`src/design/phoenix_pkg.sv`:
```
package phoenix_pkg;

    // pwm period and the clamp on the on-time, in CLK25MHz cycles
    localparam logic [11:0] PWM_PERIOD_CYCLES = 12'd3000;
    localparam logic [11:0] PWM_MAX_ON_CYCLES = 12'd2985;

    // signed duty register width
    localparam int DUTY_WIDTH = 16;

    // adc sample strobes per pwm period
    localparam logic [4:0] TRIGGER_DIVIDE = 5'd30;

    // stop input must hold a new level this long
    localparam logic [6:0] STOP_FILTER_CYCLES = 7'd125;

    // hall chain lengths, chain 2 also reads its serial input
    localparam int HALL1_BITS = 8;
    localparam int HALL2_BITS = 9;

    localparam int NUM_MOTORS = 5;

    // wishbone word addresses
    localparam logic [1:0] ADDR_CTRL   = 2'd0;
    localparam logic [1:0] ADDR_STATUS = 2'd1;
    localparam logic [1:0] ADDR_DUTY   = 2'd2;
    localparam logic [1:0] ADDR_FAULT  = 2'd3;

    // first letter switches, second letter is held low
    typedef enum logic [2:0] {
        step_uv,
        step_uw,
        step_vw,
        step_vu,
        step_wu,
        step_wv,
        step_off
    } comm_step_t;

endpackage
```
`src/design/phoenix_top.sv`:
```
`timescale 1ns/10ps

module phoenix_top (
    input  logic                               CLK25MHz,
    input  logic                               reset_150mhz,
    input  logic                               wb_cyc,
    input  logic                               wb_stb,
    input  logic                               wb_we,
    input  logic [1:0]                         wb_adr,
    input  logic [15:0]                        wb_dat_w,
    output logic [15:0]                        wb_dat_r,
    output logic                               wb_ack,
    input  logic                               HALL1_DOUT,
    input  logic                               HALL2_DOUT,
    input  logic                               FPGA_STOP_N,
    input  logic                               adc_sample_valid,
    input  logic                               MOTOR5_FAULT_N,
    input  logic                               MOTOR5_OTW_N,
    input  logic [phoenix_pkg::NUM_MOTORS-1:0] sw_flt_n,
    output logic                               HALL1_CLK,
    output logic                               HALL1_LOAD_N,
    output logic                               HALL2_CLK,
    output logic                               HALL2_LOAD_N,
    output logic [phoenix_pkg::NUM_MOTORS-1:0] motor_led,
    output logic [phoenix_pkg::NUM_MOTORS-1:0] motor_sw_en,
    output logic [2:0]                         motor5_pwm,
    output logic [2:0]                         motor5_reset_n
);
    import phoenix_pkg::*;

    logic [HALL1_BITS-1:0]        hall1_bits;
    logic [HALL2_BITS-1:0]        hall2_bits;
    logic [2:0]                   motor5_hall_uvw;
    logic                         stop_n_filtered;
    logic                         pwm_trigger;
    logic signed [DUTY_WIDTH-1:0] pwm_duty;
    logic                         pwm_fault;
    logic                         pwm_brake;

    // dribble motor hall is H, A and SER of chain 2
    assign motor5_hall_uvw = {hall2_bits[HALL2_BITS-1], hall2_bits[1], hall2_bits[0]};

    hall_shift_reader #(.NUM_BITS(HALL1_BITS)) u_hall1 (
        .CLK25MHz, .reset_150mhz,
        .sr_dout   (HALL1_DOUT),
        .sr_load_n (HALL1_LOAD_N),
        .sr_clk    (HALL1_CLK),
        .hall_bits (hall1_bits)
    );

    hall_shift_reader #(.NUM_BITS(HALL2_BITS)) u_hall2 (
        .CLK25MHz, .reset_150mhz,
        .sr_dout   (HALL2_DOUT),
        .sr_load_n (HALL2_LOAD_N),
        .sr_clk    (HALL2_CLK),
        .hall_bits (hall2_bits)
    );

    stop_deglitch u_stop (
        .CLK25MHz, .reset_150mhz,
        .stop_n          (FPGA_STOP_N),
        .stop_n_filtered (stop_n_filtered)
    );

    pwm_trigger_gen u_trigger (
        .CLK25MHz, .reset_150mhz, .adc_sample_valid, .pwm_trigger
    );

    commutation_pwm u_pwm5 (
        .CLK25MHz, .reset_150mhz, .pwm_trigger, .pwm_duty, .pwm_fault, .pwm_brake,
        .hall_uvw       (motor5_hall_uvw),
        .driver_pwm     (motor5_pwm),
        .driver_reset_n (motor5_reset_n)
    );

    wb_regs u_regs (
        .CLK25MHz, .reset_150mhz,
        .wb_cyc, .wb_stb, .wb_we, .wb_adr, .wb_dat_w, .wb_dat_r, .wb_ack,
        .hall1_bits, .hall2_bits, .stop_n_filtered,
        .driver_fault_n (MOTOR5_FAULT_N),
        .driver_otw_n   (MOTOR5_OTW_N),
        .sw_flt_n, .motor_led, .motor_sw_en, .pwm_duty, .pwm_fault, .pwm_brake
    );

endmodule

```
`src/design/wb_regs.sv`:
```
`timescale 1ns/10ps

module wb_regs (
    input  logic                                       CLK25MHz,
    input  logic                                       reset_150mhz,
    input  logic                                       wb_cyc,
    input  logic                                       wb_stb,
    input  logic                                       wb_we,
    input  logic [1:0]                                 wb_adr,
    input  logic [15:0]                                wb_dat_w,
    output logic [15:0]                                wb_dat_r,
    output logic                                       wb_ack,
    input  logic [phoenix_pkg::HALL1_BITS-1:0]         hall1_bits,
    input  logic [phoenix_pkg::HALL2_BITS-1:0]         hall2_bits,
    input  logic                                       stop_n_filtered,
    input  logic                                       driver_fault_n,
    input  logic                                       driver_otw_n,
    input  logic [phoenix_pkg::NUM_MOTORS-1:0]         sw_flt_n,
    output logic [phoenix_pkg::NUM_MOTORS-1:0]         motor_led,
    output logic [phoenix_pkg::NUM_MOTORS-1:0]         motor_sw_en,
    output logic signed [phoenix_pkg::DUTY_WIDTH-1:0]  pwm_duty,
    output logic                                       pwm_fault,
    output logic                                       pwm_brake
);
    import phoenix_pkg::*;

    logic        req;
    logic        served;
    logic        access;
    logic [2:0]  hall1_uvw;
    logic [2:0]  hall5_uvw;
    logic [15:0] status_word;
    logic [15:0] read_data;

    assign req    = wb_cyc && wb_stb;
    assign access = req && !served;

    // motor 1 is C,B,A of chain 1, motor 5 is H,A,SER of chain 2
    assign hall1_uvw = hall1_bits[2:0];
    assign hall5_uvw = {hall2_bits[HALL2_BITS-1], hall2_bits[1], hall2_bits[0]};

    assign status_word = {2'b00, ~sw_flt_n, ~driver_otw_n, ~driver_fault_n,
                          ~stop_n_filtered, hall5_uvw, hall1_uvw};

    always_comb begin
        case (wb_adr)
            ADDR_CTRL:   read_data = {6'b000000, motor_sw_en, motor_led};
            ADDR_STATUS: read_data = status_word;
            ADDR_DUTY:   read_data = pwm_duty;
            default:     read_data = {14'b0, pwm_brake, pwm_fault};
        endcase
    end

    // single ack per strobe, master must drop stb before the next one
    always_ff @(posedge CLK25MHz or posedge reset_150mhz) begin
        if (reset_150mhz) begin
            served <= 1'b0;
            wb_ack <= 1'b0;
        end else begin
            served <= req;
            wb_ack <= access;
        end
    end

    always_ff @(posedge CLK25MHz or posedge reset_150mhz) begin
        if (reset_150mhz) begin
            motor_led   <= '1;
            motor_sw_en <= '0;
            pwm_duty    <= '0;
            pwm_fault   <= 1'b0;
            pwm_brake   <= 1'b0;
        end else if (access && wb_we) begin
            case (wb_adr)
                ADDR_CTRL: begin
                    motor_led   <= wb_dat_w[4:0];
                    motor_sw_en <= wb_dat_w[9:5];
                end
                ADDR_DUTY: pwm_duty <= wb_dat_w;
                ADDR_FAULT: begin
                    pwm_fault <= wb_dat_w[0];
                    pwm_brake <= wb_dat_w[1];
                end
                default: ;
            endcase
        end
    end

    always_ff @(posedge CLK25MHz) begin
        if (access) begin
            wb_dat_r <= read_data;
        end
    end

endmodule

```
`src/design/commutation_pwm.sv`:
```
`timescale 1ns/10ps

module commutation_pwm (
    input  logic                                      CLK25MHz,
    input  logic                                      reset_150mhz,
    input  logic                                      pwm_trigger,
    input  logic signed [phoenix_pkg::DUTY_WIDTH-1:0] pwm_duty,
    input  logic                                      pwm_fault,
    input  logic                                      pwm_brake,
    input  logic [2:0]                                hall_uvw,
    output logic [2:0]                                driver_pwm,
    output logic [2:0]                                driver_reset_n
);
    import phoenix_pkg::*;

    logic [DUTY_WIDTH-1:0] duty_mag;
    logic [11:0]           on_next;
    comm_step_t            hall_step;
    comm_step_t            step_next;
    logic                  active;
    logic [11:0]           period_cnt;
    logic [11:0]           on_cycles;
    comm_step_t            step_q;
    logic                  fault_q;
    logic                  brake_q;
    logic [2:0]            sw_sel;
    logic [2:0]            float_sel;
    logic [2:0]            pwm_next;
    logic [2:0]            reset_n_next;

    // reverse rotation swaps switching and low phases
    function automatic comm_step_t reverse_step(input comm_step_t step);
        case (step)
            step_uv: return step_vu;
            step_uw: return step_wu;
            step_vw: return step_wv;
            step_vu: return step_uv;
            step_wu: return step_uw;
            step_wv: return step_vw;
            default: return step_off;
        endcase
    endfunction

    always_comb begin
        case (hall_uvw)
            3'b101:  hall_step = step_uv;
            3'b100:  hall_step = step_uw;
            3'b110:  hall_step = step_vw;
            3'b010:  hall_step = step_vu;
            3'b011:  hall_step = step_wu;
            3'b001:  hall_step = step_wv;
            default: hall_step = step_off;
        endcase
    end

    assign step_next = pwm_duty[DUTY_WIDTH-1] ? reverse_step(hall_step) : hall_step;
    assign duty_mag  = pwm_duty[DUTY_WIDTH-1] ? $unsigned(-pwm_duty) : $unsigned(pwm_duty);
    assign on_next   = (duty_mag > DUTY_WIDTH'(PWM_MAX_ON_CYCLES)) ? PWM_MAX_ON_CYCLES
                                                                   : duty_mag[11:0];

    always_ff @(posedge CLK25MHz or posedge reset_150mhz) begin
        if (reset_150mhz) begin
            active     <= 1'b0;
            period_cnt <= '0;
            on_cycles  <= '0;
            step_q     <= step_off;
            fault_q    <= 1'b0;
            brake_q    <= 1'b0;
        end else if (pwm_trigger) begin
            active     <= 1'b1;
            period_cnt <= '0;
            on_cycles  <= on_next;
            step_q     <= step_next;
            fault_q    <= pwm_fault;
            brake_q    <= pwm_brake;
        end else if (period_cnt != PWM_PERIOD_CYCLES - 12'd1) begin
            // holds at the end if the next trigger is late
            period_cnt <= period_cnt + 12'd1;
        end
    end

    // one-hot phase selects, bit order w,v,u
    always_comb begin
        case (step_q)
            step_uv: begin sw_sel = 3'b001; float_sel = 3'b100; end
            step_uw: begin sw_sel = 3'b001; float_sel = 3'b010; end
            step_vw: begin sw_sel = 3'b010; float_sel = 3'b001; end
            step_vu: begin sw_sel = 3'b010; float_sel = 3'b100; end
            step_wu: begin sw_sel = 3'b100; float_sel = 3'b010; end
            step_wv: begin sw_sel = 3'b100; float_sel = 3'b001; end
            default: begin sw_sel = 3'b000; float_sel = 3'b111; end
        endcase
    end

    always_comb begin
        if (!active || fault_q) begin
            pwm_next     = 3'b000;
            reset_n_next = 3'b000;
        end else if (brake_q) begin
            // all low sides on
            pwm_next     = 3'b000;
            reset_n_next = 3'b111;
        end else begin
            pwm_next     = (period_cnt < on_cycles) ? sw_sel : 3'b000;
            reset_n_next = ~float_sel;
        end
    end

    // registered so the gate drivers see clean edges
    always_ff @(posedge CLK25MHz or posedge reset_150mhz) begin
        if (reset_150mhz) begin
            driver_pwm     <= 3'b000;
            driver_reset_n <= 3'b000;
        end else begin
            driver_pwm     <= pwm_next;
            driver_reset_n <= reset_n_next;
        end
    end

endmodule

```
`src/design/pwm_trigger_gen.sv`:
```
`timescale 1ns/10ps

module pwm_trigger_gen (
    input  logic CLK25MHz,
    input  logic reset_150mhz,
    input  logic adc_sample_valid,
    output logic pwm_trigger
);
    import phoenix_pkg::*;

    logic [4:0] strobe_cnt;

    always_ff @(posedge CLK25MHz or posedge reset_150mhz) begin
        if (reset_150mhz) begin
            strobe_cnt  <= '0;
            pwm_trigger <= 1'b0;
        end else begin
            pwm_trigger <= 1'b0;
            if (adc_sample_valid) begin
                // every 30th strobe starts a new pwm period
                if (strobe_cnt == TRIGGER_DIVIDE - 5'd1) begin
                    strobe_cnt  <= '0;
                    pwm_trigger <= 1'b1;
                end else begin
                    strobe_cnt <= strobe_cnt + 5'd1;
                end
            end
        end
    end

endmodule

```
`src/design/stop_deglitch.sv`:
```
`timescale 1ns/10ps

module stop_deglitch (
    input  logic CLK25MHz,
    input  logic reset_150mhz,
    input  logic stop_n,
    output logic stop_n_filtered
);
    import phoenix_pkg::*;

    logic [1:0] stop_sync;
    logic [6:0] stable_cnt;

    always_ff @(posedge CLK25MHz or posedge reset_150mhz) begin
        if (reset_150mhz) begin
            stop_sync       <= 2'b11;
            stable_cnt      <= '0;
            stop_n_filtered <= 1'b1;
        end else begin
            // pin is asynchronous to the board clock
            stop_sync <= {stop_sync[0], stop_n};
            if (stop_sync[1] == stop_n_filtered) begin
                stable_cnt <= '0;
            end else if (stable_cnt == STOP_FILTER_CYCLES - 7'd1) begin
                stable_cnt      <= '0;
                stop_n_filtered <= stop_sync[1];
            end else begin
                stable_cnt <= stable_cnt + 7'd1;
            end
        end
    end

endmodule

```
`src/design/hall_shift_reader.sv`:
```
`timescale 1ns/10ps

module hall_shift_reader #(
    parameter int NUM_BITS = 8
) (
    input  logic                CLK25MHz,
    input  logic                reset_150mhz,
    input  logic                sr_dout,
    output logic                sr_load_n,
    output logic                sr_clk,
    output logic [NUM_BITS-1:0] hall_bits
);

    logic                        loading;
    logic [$clog2(NUM_BITS)-1:0] bit_cnt;
    logic [NUM_BITS-1:0]         shift_reg;

    always_ff @(posedge CLK25MHz or posedge reset_150mhz) begin
        if (reset_150mhz) begin
            sr_load_n <= 1'b1;
            sr_clk    <= 1'b0;
            loading   <= 1'b1;
            bit_cnt   <= '0;
            hall_bits <= '0;
        end else if (loading) begin
            // load pulse is exactly one clock wide
            if (sr_load_n) begin
                sr_load_n <= 1'b0;
            end else begin
                sr_load_n <= 1'b1;
                loading   <= 1'b0;
                bit_cnt   <= '0;
            end
        end else if (!sr_clk) begin
            // sample before the rising edge, sensors are active low
            sr_clk <= 1'b1;
        end else begin
            sr_clk <= 1'b0;
            if (bit_cnt == ($clog2(NUM_BITS))'(NUM_BITS - 1)) begin
                hall_bits <= shift_reg;
                sr_load_n <= 1'b0;
                loading   <= 1'b1;
            end else begin
                bit_cnt <= bit_cnt + 1'b1;
            end
        end
    end

    // first bit taken ends up in the msb
    always_ff @(posedge CLK25MHz) begin
        if (!loading && !sr_clk) begin
            shift_reg <= {shift_reg[NUM_BITS-2:0], ~sr_dout};
        end
    end

endmodule

```
`config.mk`:
```
export PLATFORM = sky130hd
export DESIGN_NAME = phoenix_top
export DESIGN_NICKNAME = d
export VERILOG_FILES = /design/src/design/phoenix_pkg.sv /design/src/design/phoenix_top.sv /design/src/design/wb_regs.sv /design/src/design/commutation_pwm.sv /design/src/design/pwm_trigger_gen.sv /design/src/design/stop_deglitch.sv /design/src/design/hall_shift_reader.sv
export SDC_FILE = /design/constraint.sdc
export NUM_CORES = 1
export LEC_CHECK = 0
export ABC_AREA = 1
export BUFFER_PORTS_ARGS = -buffer_cell sky130_fd_sc_hd__buf_4
export CORE_MARGIN = 2
export CORE_UTILIZATION = 45
export CTS_CLUSTER_SIZE = 28
export DETAILED_ROUTE_END_ITERATION = 8
export SLEW_MARGIN = 20
export SYNTH_ARGS = -nofsm -noshare
export SYNTH_HDL_FRONTEND = slang
export SYNTH_HIERARCHICAL = 1
export SYNTH_SLANG_ARGS = --single-unit
```
`constraint.sdc`:
```
create_clock -name CLK25MHz -period 2.7 [get_ports CLK25MHz]
set_clock_uncertainty 0.15 [all_clocks]
set_input_delay 0.135 -clock CLK25MHz [delete_from_list [all_inputs] [get_ports CLK25MHz]]
set_output_delay 0.135 -clock CLK25MHz [all_outputs]
set_load 0.02 [all_outputs]
```
; Word level (Yosys, flattened, before mapping)
; Index checks and enable logic that the tools add are counted.
[word_totals]
reg_bits = 135
elab_cells = 162
inputBits = 34
[classes]
order_cmp = 2
eq_ne = 29
muxes = 46
reduce_logical = 36
bitwise = 10
addsub = 6
[ops]
columns = operator, n
row1 = one-hot mux 16 bit (3 select lines), 1
row2 = 2-to-1 mux 12 bit, 3
row3 = one-hot mux 3 bit (6 select lines), 2
row4 = 2-to-1 mux 3 bit, 10
row5 = "== test 3 bit, second input constant", 8
row6 = 2-to-1 mux 1 bit, 20
row7 = "== test 3 x 2 -> 1 bit, second input constant", 6
row8 = one-hot mux 3 bit (3 select lines), 2
row9 = "> comparator 16 x 12 -> 1 bit, second input constant", 1
row10 = 2-to-1 mux 16 bit, 1
row11 = 2-to-1 mux 4 bit, 4
row12 = negation 16 bit, 1
row13 = 2-to-1 mux 7 bit, 2
row14 = "adder 12 x 1 -> 12 bit, second input constant", 1
row15 = < comparator 12 bit, 1
row16 = "inequality test 12 bit, second input constant", 1
row17 = AND reduction 2 bit, 6
row18 = AND reduction 3 bit, 4
row19 = OR reduction 2 bit, 6
row20 = nonzero test 2 bit, 5
row21 = "== test 3 x 1 -> 1 bit, second input constant", 3
row22 = inverter 1 bit, 8
row23 = "adder 7 x 1 -> 7 bit, second input constant", 1
row24 = "== test 7 bit, second input constant", 1
row25 = other kinds (18), 31

; Longest topological paths before layout
; Gate-level depths: netlist of the first run.
[depth]
ltp_word = 6
ltp_mapped = 18
depth_no_buf = 17

; Hierarchy
; The synthesis of the first run kept the hierarchy.
[modules_own_cells]
columns = module, cells_per_inst, area_each_um2, instances
row1 = commutation_pwm, 356, 2526.2, 1
row2 = wb_regs, 208, 1981.9, 1
row3 = hall_shift_reader (u_hall2), 99, 1022.2, 1
row4 = hall_shift_reader (u_hall1), 73, 892.1, 1
row5 = stop_deglitch, 49, 481.7, 1
row6 = pwm_trigger_gen, 39, 306.5, 1

; Least setup slack after synthesis of the first run
; Ideal clock, no wire load.
[synth_timing]
path_type = flip-flop to flip-flop
from = register u_regs/pwm_duty[0] in the netlist's numbering
to = register u_pwm5.on_cycles[1]
synth_period_minus_slack_ns = 2.019
n_path_buf = 1
path_stages_with_launch = 19
t_arrival_ns = 1.753
setup_time_ns = 0.116
setup_slack_ns = 0.681
required_ns = 2.434
path_cell_list = dfrtp_1 inv_1 ha_1 inv_1 nor2_2 nand3_2 nand2_2 nand2_1 nand2_1 nand2_1 inv_2 nand2_2 nor2_4 nand2_1 nand2_1 nand2_2 buf_6 nand2_2 nand2_1
[synth_between]
elab_chain_len = 4
[synth_lines]
columns = element, line
row1 = "start, declared", wb_regs.sv:21  ; output logic signed [phoenix_pkg::DUTY_WIDTH-1:0] pwm_duty,
row2 = "start signal, assigned", wb_regs.sv:78  ; ADDR_DUTY: pwm_duty <= wb_dat_w;
row3 = negation 16 bit, commutation_pwm.sv:57  ; assign duty_mag = pwm_duty[DUTY_WIDTH-1] ? $unsigned(-pwm_duty) : $unsigned(pwm_duty);
row4 = 2-to-1 mux 16 bit (*), commutation_pwm.sv:57
row5 = > comparator 16 x 12 -> 1 bit, commutation_pwm.sv:58  ; assign on_next = (duty_mag > DUTY_WIDTH'(PWM_MAX_ON_CYCLES)) ? PWM_MAX_ON_CYCLES
row6 = 2-to-1 mux 12 bit (*), commutation_pwm.sv:58
row7 = "end signal, assigned", commutation_pwm.sv:72  ; on_cycles <= on_next;
row8 = "end, declared", commutation_pwm.sv:22  ; logic [11:0] on_cycles;
; Mark *: on every way between the ends. The rest lies on a longest branch, timed or not.
; A chain may end at the register's enable or synchronous reset.

; Worst setup path in the final report of the first run
[layout_timing]
from = register u_regs/pwm_duty[0] in the netlist's numbering
to = register u_pwm5.on_cycles[6]
; Same word-level chain as after synthesis.

==> results.md, run 1 <==
- Most common cell on crit path: nand2_1
- Cells after synthesis: 775
- Worst hold stages: 5
- Initial core utilization: 0.458
- Slowest CP cell: dfrtp_1
- Setup repair after global routing missed its margin: false
- Post-layout min period: 2.31 ns
- Number of global-route vias before repair: 5366
- Post-CTS setup repair buffer count: 0
- Clock Power Share: 0.346
- Final instance area: 8320 um2
- Endpoints failing setup: 0
- Kind of critical path: reg -> reg
- Worst VDD drop: 418 uV
- Synthesized area: 6630 um2
- Worst-skew pair later-pin latency: 0.41 ns
- Clk slew on worst S/H paths: 0.06 ns
- DIE WIDTH: 125 um
- Max-slew violation count: 0
- Layout cells sized above 1: 0.202
- Fin. Hold Viols: 0
- Vias per cell: 5.05
- MaxCap Viol Count: 0
- Fin util: 0.575
- Min-delay worst type: in -> reg
- Most common cell after layout, fill and taps aside: nand2_1
- Nets: 946
- Slew headroom: 0.536
- Final RePlAce weighted congestion: 0.854
- Initial antenna violation count: 0
- CTS sink cnt: 129
- Most frequent cells in the layout: nand2_1 (225), inv_1 (88), dfrtp_1 (87)
- Synthesis-to-finish area growth: 25.5%
- Die area: 15700 um2
- Synth warn: 6
- Worst setup SP type: register
- Wire length per cell: 13.7 um
- TritonCTS buffer count: 17
- DR iter-0 viols: 311
- Internal Power: 4460 uW
- Sequential share of power: 0.401
- PD cells: 787 nW/um2
- First-pass GRT wire length: 25200 um
- Drt drc: 0
- Post-DP HPWL: 10600 um
- Total global-route track usage: 0.198
- CP Cell Sequence: inv_1, ha_1, inv_1, nor2_2, nand3_2, nand2_2, nand2_1, nand2_1, nand2_1, inv_2, nand2_2, nor2_4, nand2_1, nand2_1, nand2_2, nand2_1, nand2_1
- Slowest stage delay, CP: 0.41 ns
- Biggest regs: u_regs/pwm_duty x16, u_regs/wb_dat_r x16
- CP required: 2.85 ns
- CTS tree: yes
- R2R cell count: 17
- Grt ovf: 0
- Status: finished clean
- Psw: 2090 uW
- CTS H-tree depth: 4
- R2R Setup Slk: 0.39 ns
- Total core area: 14500 um2
- Die height: 125 um
- Number of fill cells in the layout: 1275
- PostCTS Resize Cnt: 0
- Placed Instance Area: 7340 um2
- Site Rows: 44
- Actual slew at the worst max-slew pin: 0.693 ns
- Final wirelength: 14900 um
- DR vias: 5495
- Comb power frac: 0.253
- Synth Area per Inst: 8.56 um2
- Crit end category: register
- Largest net degree at the start of global routing: 37
- Crit-path max FO: 12
- Leak: 0.00400 uW
- Syn_nets: 830
- Achievable Freq: 433 MHz
- Net Sw Frac: 0.319
- Post-route ant nets: 0
- CTS Buffer Depth: 2
- Drt first pass iters: 4
- Clock root buffer: clkbuf_16
- Crit path DAT: 2.45 ns
- # IOs: 71
- Diodes inserted: 0
- Final worst path period share: 0.855
- # hold bufs at CTS: 39
- Port Buf Inserts: 70
- Setup TNS: 0 ns
[worst max-delay path, delay by kind of cell (launching register included)]
kind	cells	cell delay [ns]
DFF	1	0.41
and+or+nand+nor	13	1.22
adders and majority gates	1	0.15
buffers and inverters	3	0.25
[path summary, 6_finish.rpt]
path,startpoint,to
max,u_regs/pwm_duty[0],u_pwm5/on_cycles[6]
min,wb_adr[1],u_regs/pwm_brake
max reg2reg,u_regs/pwm_duty[0],u_pwm5/on_cycles[6]
min reg2reg,u_stop/stop_sync[0],u_stop/stop_sync[1]
max in group asynchronous,reset_150mhz,u_regs/motor_led[4]
min in group asynchronous,reset_150mhz,u_trigger/strobe_cnt[2]
[power groups by stage]
stage	Sequential (uW)	Combinational, uW	Clock, uW
6_report	2630	1650	2270
2_1_floorplan	2660	1130	0
3_3_place_gp	2650	1550	0
4_1_cts	2630	1660	2320
5_1_grt	2680	1890	2410
3_5_place_dp	2660	1610	0
[area by class of cell]
cell class / count / area, um2 / area share
inverter: 95 / 357 / 0.0429
tap: 184 / 230 / 0.0277
multi-input combinational: 528 / 2760 / 0.331
clock buffer: 27 / 514 / 0.0618
sequential: 129 / 3390 / 0.407
clock inverter: 5 / 77.6 / 0.00932
timing repair buffer: 120 / 998 / 0.120
[stage by stage]
step / hold WS (ns) / total power, uW / std cells / setup slack (ns)
final: 0.0247 / 6550 / 1088 / 0.393
after global routing: 0.0230 / 6970 / 1088 / 0.0802
after CTS: 0.00271 / 6610 / 1088 / 0.390
after detailed placement: -0.0323 / 4270 / 1017 / 0.404
after global placement: -0.0373 / 4210 / 1017 / 0.479
after floorplan: -0.224 / 3790 / 775 / 0.681
[metal layers]
layer	GRT usage	vias to the layer above	wire, um
met4	0.0732	0	258
li1	-	2747	-
met5	0	-	0
met3	0.0419	20	521
met1	0.265	2632	6950
met2	0.319	96	7120
No activity file was read; power rests on OpenSTA's default activity.
==> inputs of run 2 (changes only) <==
--- a/config.mk
+++ b/config.mk
@@ -6,7 +6,7 @@
 export NUM_CORES = 1
 export LEC_CHECK = 0
 export ABC_AREA = 1
-export BUFFER_PORTS_ARGS = -buffer_cell sky130_fd_sc_hd__buf_4
+export BUFFER_PORTS_ARGS = -buffer_cell sky130_fd_sc_hd__buf_2
 export CORE_MARGIN = 2
 export CORE_UTILIZATION = 45
 export CTS_CLUSTER_SIZE = 28
==> run 2 against run 1 <==
Wire length is 2.5% lower. First-iteration DRC count is 13% higher. Setup slack worse by 0.050 ns. Hold slack better by 0.024 ns. Combinational power is 4% lower. Final area is 2.9% lower. Critical path depth is 3 lower. Maximum frequency is 2.1% lower. Cell count is 0.83% lower. Sequential share of layout area is 1.2 points higher. Via count is 0.31% lower.
==> results.md, run 2 (synthesis gave the netlist of run 1 again) <==
- Status: finished clean (unchanged)
- Number of fill cells in the layout: 1302 (was 1275)
- Die area: 15700 um2 (unchanged)
- Post-CTS setup repair buffer count: 0 (unchanged)
- # hold bufs at CTS: 30 (was 39)
- PD cells: 815 nW/um2 (was 787 nW/um2)
- Crit path DAT: 2.55 ns (was 2.45 ns)
- Most common cell on crit path: nand2_1 (unchanged)
- Worst VDD drop: 456 uV (was 418 uV)
- Worst R2R Start: u_regs/pwm_duty[0] (unchanged)
- Leak: 0.00392 uW (was 0.00400 uW)
- Total global-route track usage: 0.198 (about the same)
- Biggest regs: u_regs/pwm_duty x16, u_regs/wb_dat_r x16 (unchanged)
- Worst r2r dst: u_pwm5/on_cycles[6] (unchanged)
- Max-slew violation count: 0 (unchanged)
- Largest net degree at the start of global routing: 37 (unchanged)
- TritonCTS buffer count: 17 (unchanged)
- Placed Instance Area: 7160 um2 (was 7340 um2)
- Layout cells sized above 1: 0.209 (was 0.202)
- R2R Setup Slk: 0.34 ns (was 0.39 ns)
- Setup TNS: 0 ns (unchanged)
- Actual slew at the worst max-slew pin: 0.712 ns (was 0.693 ns)
- Worst-skew pair later-pin latency: 0.41 ns (about the same)
- Final worst path period share: 0.873 (was 0.855)
- Post-route ant nets: 0 (unchanged)
- Hold Crit Endpoint: u_regs/pwm_brake (unchanged)
- Final instance area: 8080 um2 (was 8320 um2)
- Drt drc: 0 (unchanged)
- Worst setup SP type: register (unchanged)
- Crit end category: register (unchanged)
- Vias per cell: 5.08 (was 5.05)
- CTS H-tree depth: 4 (unchanged)
- Wire length per cell: 13.4 um (was 13.7 um)
- Clock root buffer: clkbuf_16 (unchanged)
- CP Cell Sequence: inv_1, ha_1, inv_1, nor2_2, nand3_2, o21ai_2, nand3b_1, nand2_1, nand3_1, nor2_1, nand2_1, nand2_2, nand2_1, nand2_1 (was inv_1, ha_1, inv_1, nor2_2, nand3_2, nand2_2, nand2_1, nand2_1, nand2_1, inv_2, nand2_2, nor2_4, nand2_1, nand2_1, nand2_2, nand2_1, nand2_1)
- Diodes inserted: 0 (unchanged)
- Port Buf Inserts: 70 (unchanged)
- DR iter-0 viols: 352 (was 311)
- Synthesis-to-finish area growth: 21.8% (was 25.5%)
- Slowest stage delay, CP: 0.42 ns (was 0.41 ns)
- Post-DP HPWL: 10200 um (was 10600 um)
- Met2 usage: 0.310 (was 0.319)
- Crit path max-delay family: simple AND/OR/NAND/NOR gates (unchanged)
- Post-layout min period: 2.36 ns (was 2.31 ns)
- Setup WS post-layout: 0.343 ns (was 0.393 ns)
- Total core area: 14500 um2 (unchanged)
- PostCTS Resize Cnt: 0 (unchanged)
- Met3 usage: 0.0509 (was 0.0419)
- Slew headroom: 0.524 (was 0.536)
- Most frequent cells in the layout: nand2_1 (225), inv_1 (88), dfrtp_1 (87) (unchanged)
- DR vias: 5478 (was 5495)
- Layer with the highest usage: met2 (unchanged)
- Number of global-route vias before repair: 5377 (was 5366)
- # IOs: 71 (unchanged)
- Buf/Inv on CP: 2 (was 3)
- Fin. Hold Viols: 0 (unchanged)
- Final RePlAce weighted congestion: 0.834 (was 0.854)
- Endpoints failing setup: 0 (unchanged)
- Worst hold slack: 0.0486 ns (was 0.0247 ns)
- DIE WIDTH: 125 um (unchanged)
- Most common cell after layout, fill and taps aside: nand2_1 (unchanged)
- Achievable Freq: 424 MHz (was 433 MHz)
- Final wirelength: 14500 um (was 14900 um)
- Setup repair after global routing missed its margin: false (unchanged)
- Initial antenna violation count: 0 (unchanged)
- MaxCap Viol Count: 0 (unchanged)
- Nets: 937 (was 946)
- CTS tree: yes (unchanged)
- Grt met1 use: 0.266 (was 0.265)
- Die height: 125 um (unchanged)
- Drt first pass iters: 5 (was 4)
- CP required: 2.90 ns (was 2.85 ns)
- First-pass GRT wire length: 25200 um (about the same)
- R2R cell count: 14 (was 17)
- CTS sink cnt: 129 (unchanged)
- Site Rows: 44 (unchanged)
- Kind of critical path: reg -> reg (unchanged)
- Min-delay worst type: in -> reg (unchanged)
- Grt ovf: 0 (unchanged)
- Crit-path max FO: 12 (unchanged)
- Final Power: 6580 uW (was 6550 uW)
- Worst hold stages: 5 (unchanged)
- Crit path from: u_regs/pwm_duty[0] (unchanged)
- CTS Buffer Depth: 2 (unchanged)
- Clk slew on worst S/H paths: 0.06 ns (about the same)
- Hold path startpoint: wb_adr[1] (unchanged)
- DP Worst Slack: 0.398 ns (was 0.404 ns)
- Slowest CP cell: dfrtp_1 (unchanged)
- Initial core utilization: 0.458 (unchanged)
-- run 2: cell count changes in the layout (fill, tap and decap cells not counted), sizes merged --
cell,change
dlygate4sd3,-9
clkbuf,-6
inv,+3
clkinvlp,+2
bufinv,+1
-- run 2: worst register-to-register path, cell delays in order, from the launching register on --
cell and delay [ns]:
dfrtp_1 0.42, inv_1 0.13, ha_1 0.15, inv_1 0.07, nor2_2 0.15, nand3_2 0.14, o21ai_2 0.19, nand3b_1 0.09
nand2_1 0.07, nand3_1 0.09, nor2_1 0.13, nand2_1 0.08, nand2_2 0.27, nand2_1 0.10, nand2_1 0.07
-- run 2: per-layer routing --
metal / vias to the layer above / part of all wire
li1: 2733 / -
met1: 2594 / 0.47
met2: 132 / 0.47
met3: 19 / 0.047
met4: 0 / 0.017
met5: - / 0
-- run 2: worst max path at each step --
stage / slack [ns] / cells past startpoint / end
after floorplan: 0.68 / 18 / u_pwm5/on_cycles[1]
after global placement: 0.48 / 17 / u_pwm5/on_cycles[6]
after detailed placement: 0.40 / 17 / u_pwm5/on_cycles[10]
after CTS: 0.36 / 17 / u_pwm5/on_cycles[10]
after global routing: 0.12 / 15 / u_pwm5/on_cycles[6]
final: 0.34 / 14 / u_pwm5/on_cycles[6]
-- run 2: through the flow --
stage,utilization,std cells
finish,0.558,1079
global route,0.558,1079
CTS,0.558,1079
detailed placement,0.495,1017
global placement,0.495,1017
floorplan,-,775
-- run 2: layout make-up --
| type | count | area [um2] | share of cell area |
|---|---|---|---|
| Clock inverter | 11 | 153 | 0.0189 |
| Tap cell | 184 | 230 | 0.0285 |
| Inverter | 95 | 357 | 0.0442 |
| Multi-Input combinational cell | 528 | 2760 | 0.341 |
| Clock buffer | 21 | 460 | 0.0570 |
| Sequential cell | 129 | 3390 | 0.419 |
| Timing Repair Buffer | 111 | 733 | 0.0908 |
-- run 2: where the power goes --
group	internal (uW)	switching, uW
logic	594	994
registers	2320	303
clock network	1510	858
total	4420	2150
==> inputs of run 3 (changes only) <==
--- a/config.mk
+++ b/config.mk
@@ -11,6 +11,7 @@
 export CORE_UTILIZATION = 45
 export CTS_CLUSTER_SIZE = 28
 export DETAILED_ROUTE_END_ITERATION = 8
+export RECOVER_POWER = 50
 export SLEW_MARGIN = 20
 export SYNTH_ARGS = -nofsm -noshare
 export SYNTH_HDL_FRONTEND = slang
==> constraint.sdc (replaced) <==
create_clock -name CLK25MHz -period 2.9 [get_ports CLK25MHz]
set_clock_uncertainty 0.15 [all_clocks]
set_input_delay 0.145 -clock CLK25MHz [delete_from_list [all_inputs] [get_ports CLK25MHz]]
set_output_delay 0.145 -clock CLK25MHz [all_outputs]
set_load 0.02 [all_outputs]
==> run 3 against run 2 <==
The flow now finishes with violations (max-capacitance violations, max-slew violations). Critical endpoint unchanged. Clock-buffer cell count shrank 2. Critical path depth grew 3. Sequential share of layout area grew 0.41 points. Clock power shrank 12%. Largest cell class unchanged. Largest power group unchanged.
==> results.md, run 3 (synthesis gave the netlist of run 1 again) <==
- Vias per cell: 5.05 (was 5.08)
- Worst r2r dst: u_pwm5/on_cycles[6] (unchanged)
- MaxCap Viol Count: 1 (was 0)
- DP Worst Slack: 0.590 ns (was 0.398 ns)
- Grt met1 use: 0.265 (was 0.266)
- Worst VDD drop: 386 uV (was 456 uV)
- DR vias: 5451 (was 5478)
- Post-layout min period: 2.32 ns (was 2.36 ns)
- First-pass GRT wire length: 24500 um (was 25200 um)
- Actual slew at the worst max-slew pin: 1.60 ns (was 0.712 ns)
- Crit path DAT: 2.47 ns (was 2.55 ns)
- Die height: 125 um (unchanged)
- Initial antenna violation count: 0 (unchanged)
- Achievable Freq: 431 MHz (was 424 MHz)
- Setup repair after global routing missed its margin: false (unchanged)
- Met3 usage: 0.0509 (unchanged)
- Crit end category: register (unchanged)
- Slew headroom: -0.0689 (was 0.524)
- CTS sink cnt: 129 (unchanged)
- Clock root buffer: clkbuf_16 (unchanged)
- TritonCTS buffer count: 17 (unchanged)
- Final RePlAce weighted congestion: 0.828 (was 0.834)
- Leak: 0.00382 uW (was 0.00392 uW)
- Most common cell on crit path: nand2_1 (unchanged)
- Layout cells sized above 1: 0.173 (was 0.209)
- Clk slew on worst S/H paths: 0.06 ns (about the same)
- Post-route ant nets: 0 (unchanged)
- Most frequent cells in the layout: nand2_1 (225), inv_1 (88), dfrtp_1 (87) (unchanged)
- Layer with the highest usage: met2 (unchanged)
- CTS H-tree depth: 4 (unchanged)
- Buf/Inv on CP: 3 (was 2)
- Status: complete, but fails checks (was finished clean)
- Grt ovf: 0 (unchanged)
- R2R Setup Slk: 0.58 ns (was 0.34 ns)
- Failing checks: max-capacitance violations, max-slew violations
- CTS Buffer Depth: 2 (unchanged)
- Total core area: 14500 um2 (unchanged)
- Largest net degree at the start of global routing: 37 (unchanged)
- PD cells: 749 nW/um2 (was 815 nW/um2)
- Kind of critical path: reg -> reg (unchanged)
- DIE WIDTH: 125 um (unchanged)
- Max-slew violation count: 29 (was 0)
- Site Rows: 44 (unchanged)
- Final wirelength: 14400 um (was 14500 um)
- Final worst path period share: 0.800 (was 0.873)
- Fin. Hold Viols: 0 (unchanged)
- Number of global-route vias before repair: 5251 (was 5377)
- Worst-skew pair later-pin latency: 0.42 ns (was 0.41 ns)
- Drt first pass iters: 7 (was 5)
- CTS tree: yes (unchanged)
- Crit-path max FO: 12 (unchanged)
- Hold path startpoint: wb_cyc (was wb_adr[1])
- Crit path max-delay family: simple AND/OR/NAND/NOR gates (unchanged)
- CP Cell Sequence: inv_1, ha_1, inv_1, nor2_2, nand3_2, nand2_2, nand2_1, nand2_1, nand2_1, inv_2, nand2_2, nor2_4, nand2_1, nand2_1, nand2_2, nand2_1, nand2_1 (was inv_1, ha_1, inv_1, nor2_2, nand3_2, o21ai_2, nand3b_1, nand2_1, nand3_1, nor2_1, nand2_1, nand2_2, nand2_1, nand2_1)
- Slowest CP cell: dfrtp_1 (unchanged)
- Worst hold stages: 5 (unchanged)
- DR iter-0 viols: 352 (unchanged)
- Biggest regs: u_regs/pwm_duty x16, u_regs/wb_dat_r x16 (unchanged)
- CP required: 3.05 ns (was 2.90 ns)
- Setup TNS: 0 ns (unchanged)
- Min-delay worst type: in -> reg (unchanged)
- Diodes inserted: 0 (unchanged)
- Worst R2R Start: u_regs/pwm_duty[0] (unchanged)
- Total global-route track usage: 0.193 (was 0.198)
- Synthesis-to-finish area growth: 20.6% (was 21.8%)
- Met2 usage: 0.308 (was 0.310)
- Initial core utilization: 0.458 (unchanged)
- Port Buf Inserts: 70 (unchanged)
- Hold Crit Endpoint: u_regs/motor_sw_en[1] (was u_regs/pwm_brake)
- Endpoints failing setup: 0 (unchanged)
- Setup WS post-layout: 0.581 ns (was 0.343 ns)
- Slowest stage delay, CP: 0.43 ns (was 0.42 ns)
- Die area: 15700 um2 (unchanged)
- Most common cell after layout, fill and taps aside: nand2_1 (unchanged)
- R2R cell count: 17 (was 14)
- Drt drc: 0 (unchanged)
- # IOs: 71 (unchanged)
- Post-DP HPWL: 10300 um (was 10200 um)
- Wire length per cell: 13.4 um (about the same)
- Nets: 937 (unchanged)
- Worst setup SP type: register (unchanged)
==> run 3: cell types whose count changed in the layout (fill, tap and decap cells not counted), moves of 2 or more <==
cell / delta
dfstp_1: +3
buf_4: -6
clkinv_2: +2
clkbuf_1: +25
dlygate4sd3_1: +2
dfstp_2: -3
buf_2: -23
==> run 3: worst max-delay path by stage <==
stage                        from                  end  slack [ns]  cells past startpoint
3_5_place_dp   u_regs/pwm_duty[0]  u_pwm5/on_cycles[6]        0.59                     17
3_3_place_gp   u_regs/pwm_duty[0]  u_pwm5/on_cycles[6]        0.69                     17
6_report       u_regs/pwm_duty[0]  u_pwm5/on_cycles[6]        0.58                     17
2_1_floorplan  u_regs/pwm_duty[0]  u_pwm5/on_cycles[1]        0.88                     18
5_1_grt        u_regs/pwm_duty[0]  u_pwm5/on_cycles[6]        0.37                     17
4_1_cts        u_regs/pwm_duty[0]  u_pwm5/on_cycles[6]        0.56                     17
==> run 3: metal layers <==
| metal | part of all wire | routed length (um) |
|---|---|---|
| met1 | 0.47 | 6830 |
| met2 | 0.48 | 6900 |
| met3 | 0.042 | 608 |
| met4 | 0.0075 | 109 |
| met5 | 0 | 0 |
==> run 3: through the flow <==
| stage | total power [uW] | cell area [um2] | cells | util | hold WS [ns] |
|---|---|---|---|---|---|
| 6_report | 5990 | 8000 | 1079 | 0.552 | 0.0280 |
| 2_1_floorplan | 3530 | 6630 | 775 | - | -0.214 |
| 5_1_grt | 6390 | 8000 | 1079 | 0.552 | 0.0462 |
| 3_3_place_gp | 3860 | 7150 | 1015 | 0.494 | -0.0711 |
| 3_5_place_dp | 3930 | 7150 | 1015 | 0.494 | -0.0616 |
| 4_1_cts | 6060 | 8050 | 1079 | 0.556 | 0.00748 |
==> run 3: final cells by class <==
class,instances,area [um2]
timing repair buffer,111,696
sequential,129,3390
inverter,95,357
fill,1305,6480
tap,184,230
clock buffer,19,443
multi-input combinational,528,2750
clock inverter,13,136
==> run 3: where the power goes <==
part	internal [uW]	switching [uW]	total [uW]
Combinational	535	924	1460
Clock	1290	795	2080
Sequential	2160	287	2450
==> run 3: worst register-to-register path, stage by stage (launching register included) <==
cell	delay (ns)
dfrtp_1	0.43
inv_1	0.13
ha_1	0.15
inv_1	0.06
nor2_2	0.14
nand3_2	0.12
nand2_2	0.10
nand2_1	0.06
nand2_1	0.06
nand2_1	0.07
inv_2	0.06
nand2_2	0.07
nor2_4	0.08
nand2_1	0.06
nand2_1	0.07
nand2_2	0.21
nand2_1	0.13
nand2_1	0.06
==> run 3: timing repair <==
action,4_1_cts,5_1_grt
gates resized for setup,0,0
hold endpoints to repair,139,0
buffers inserted,0,0
endpoints found under the setup margin,0,0
hold buffers,32,0
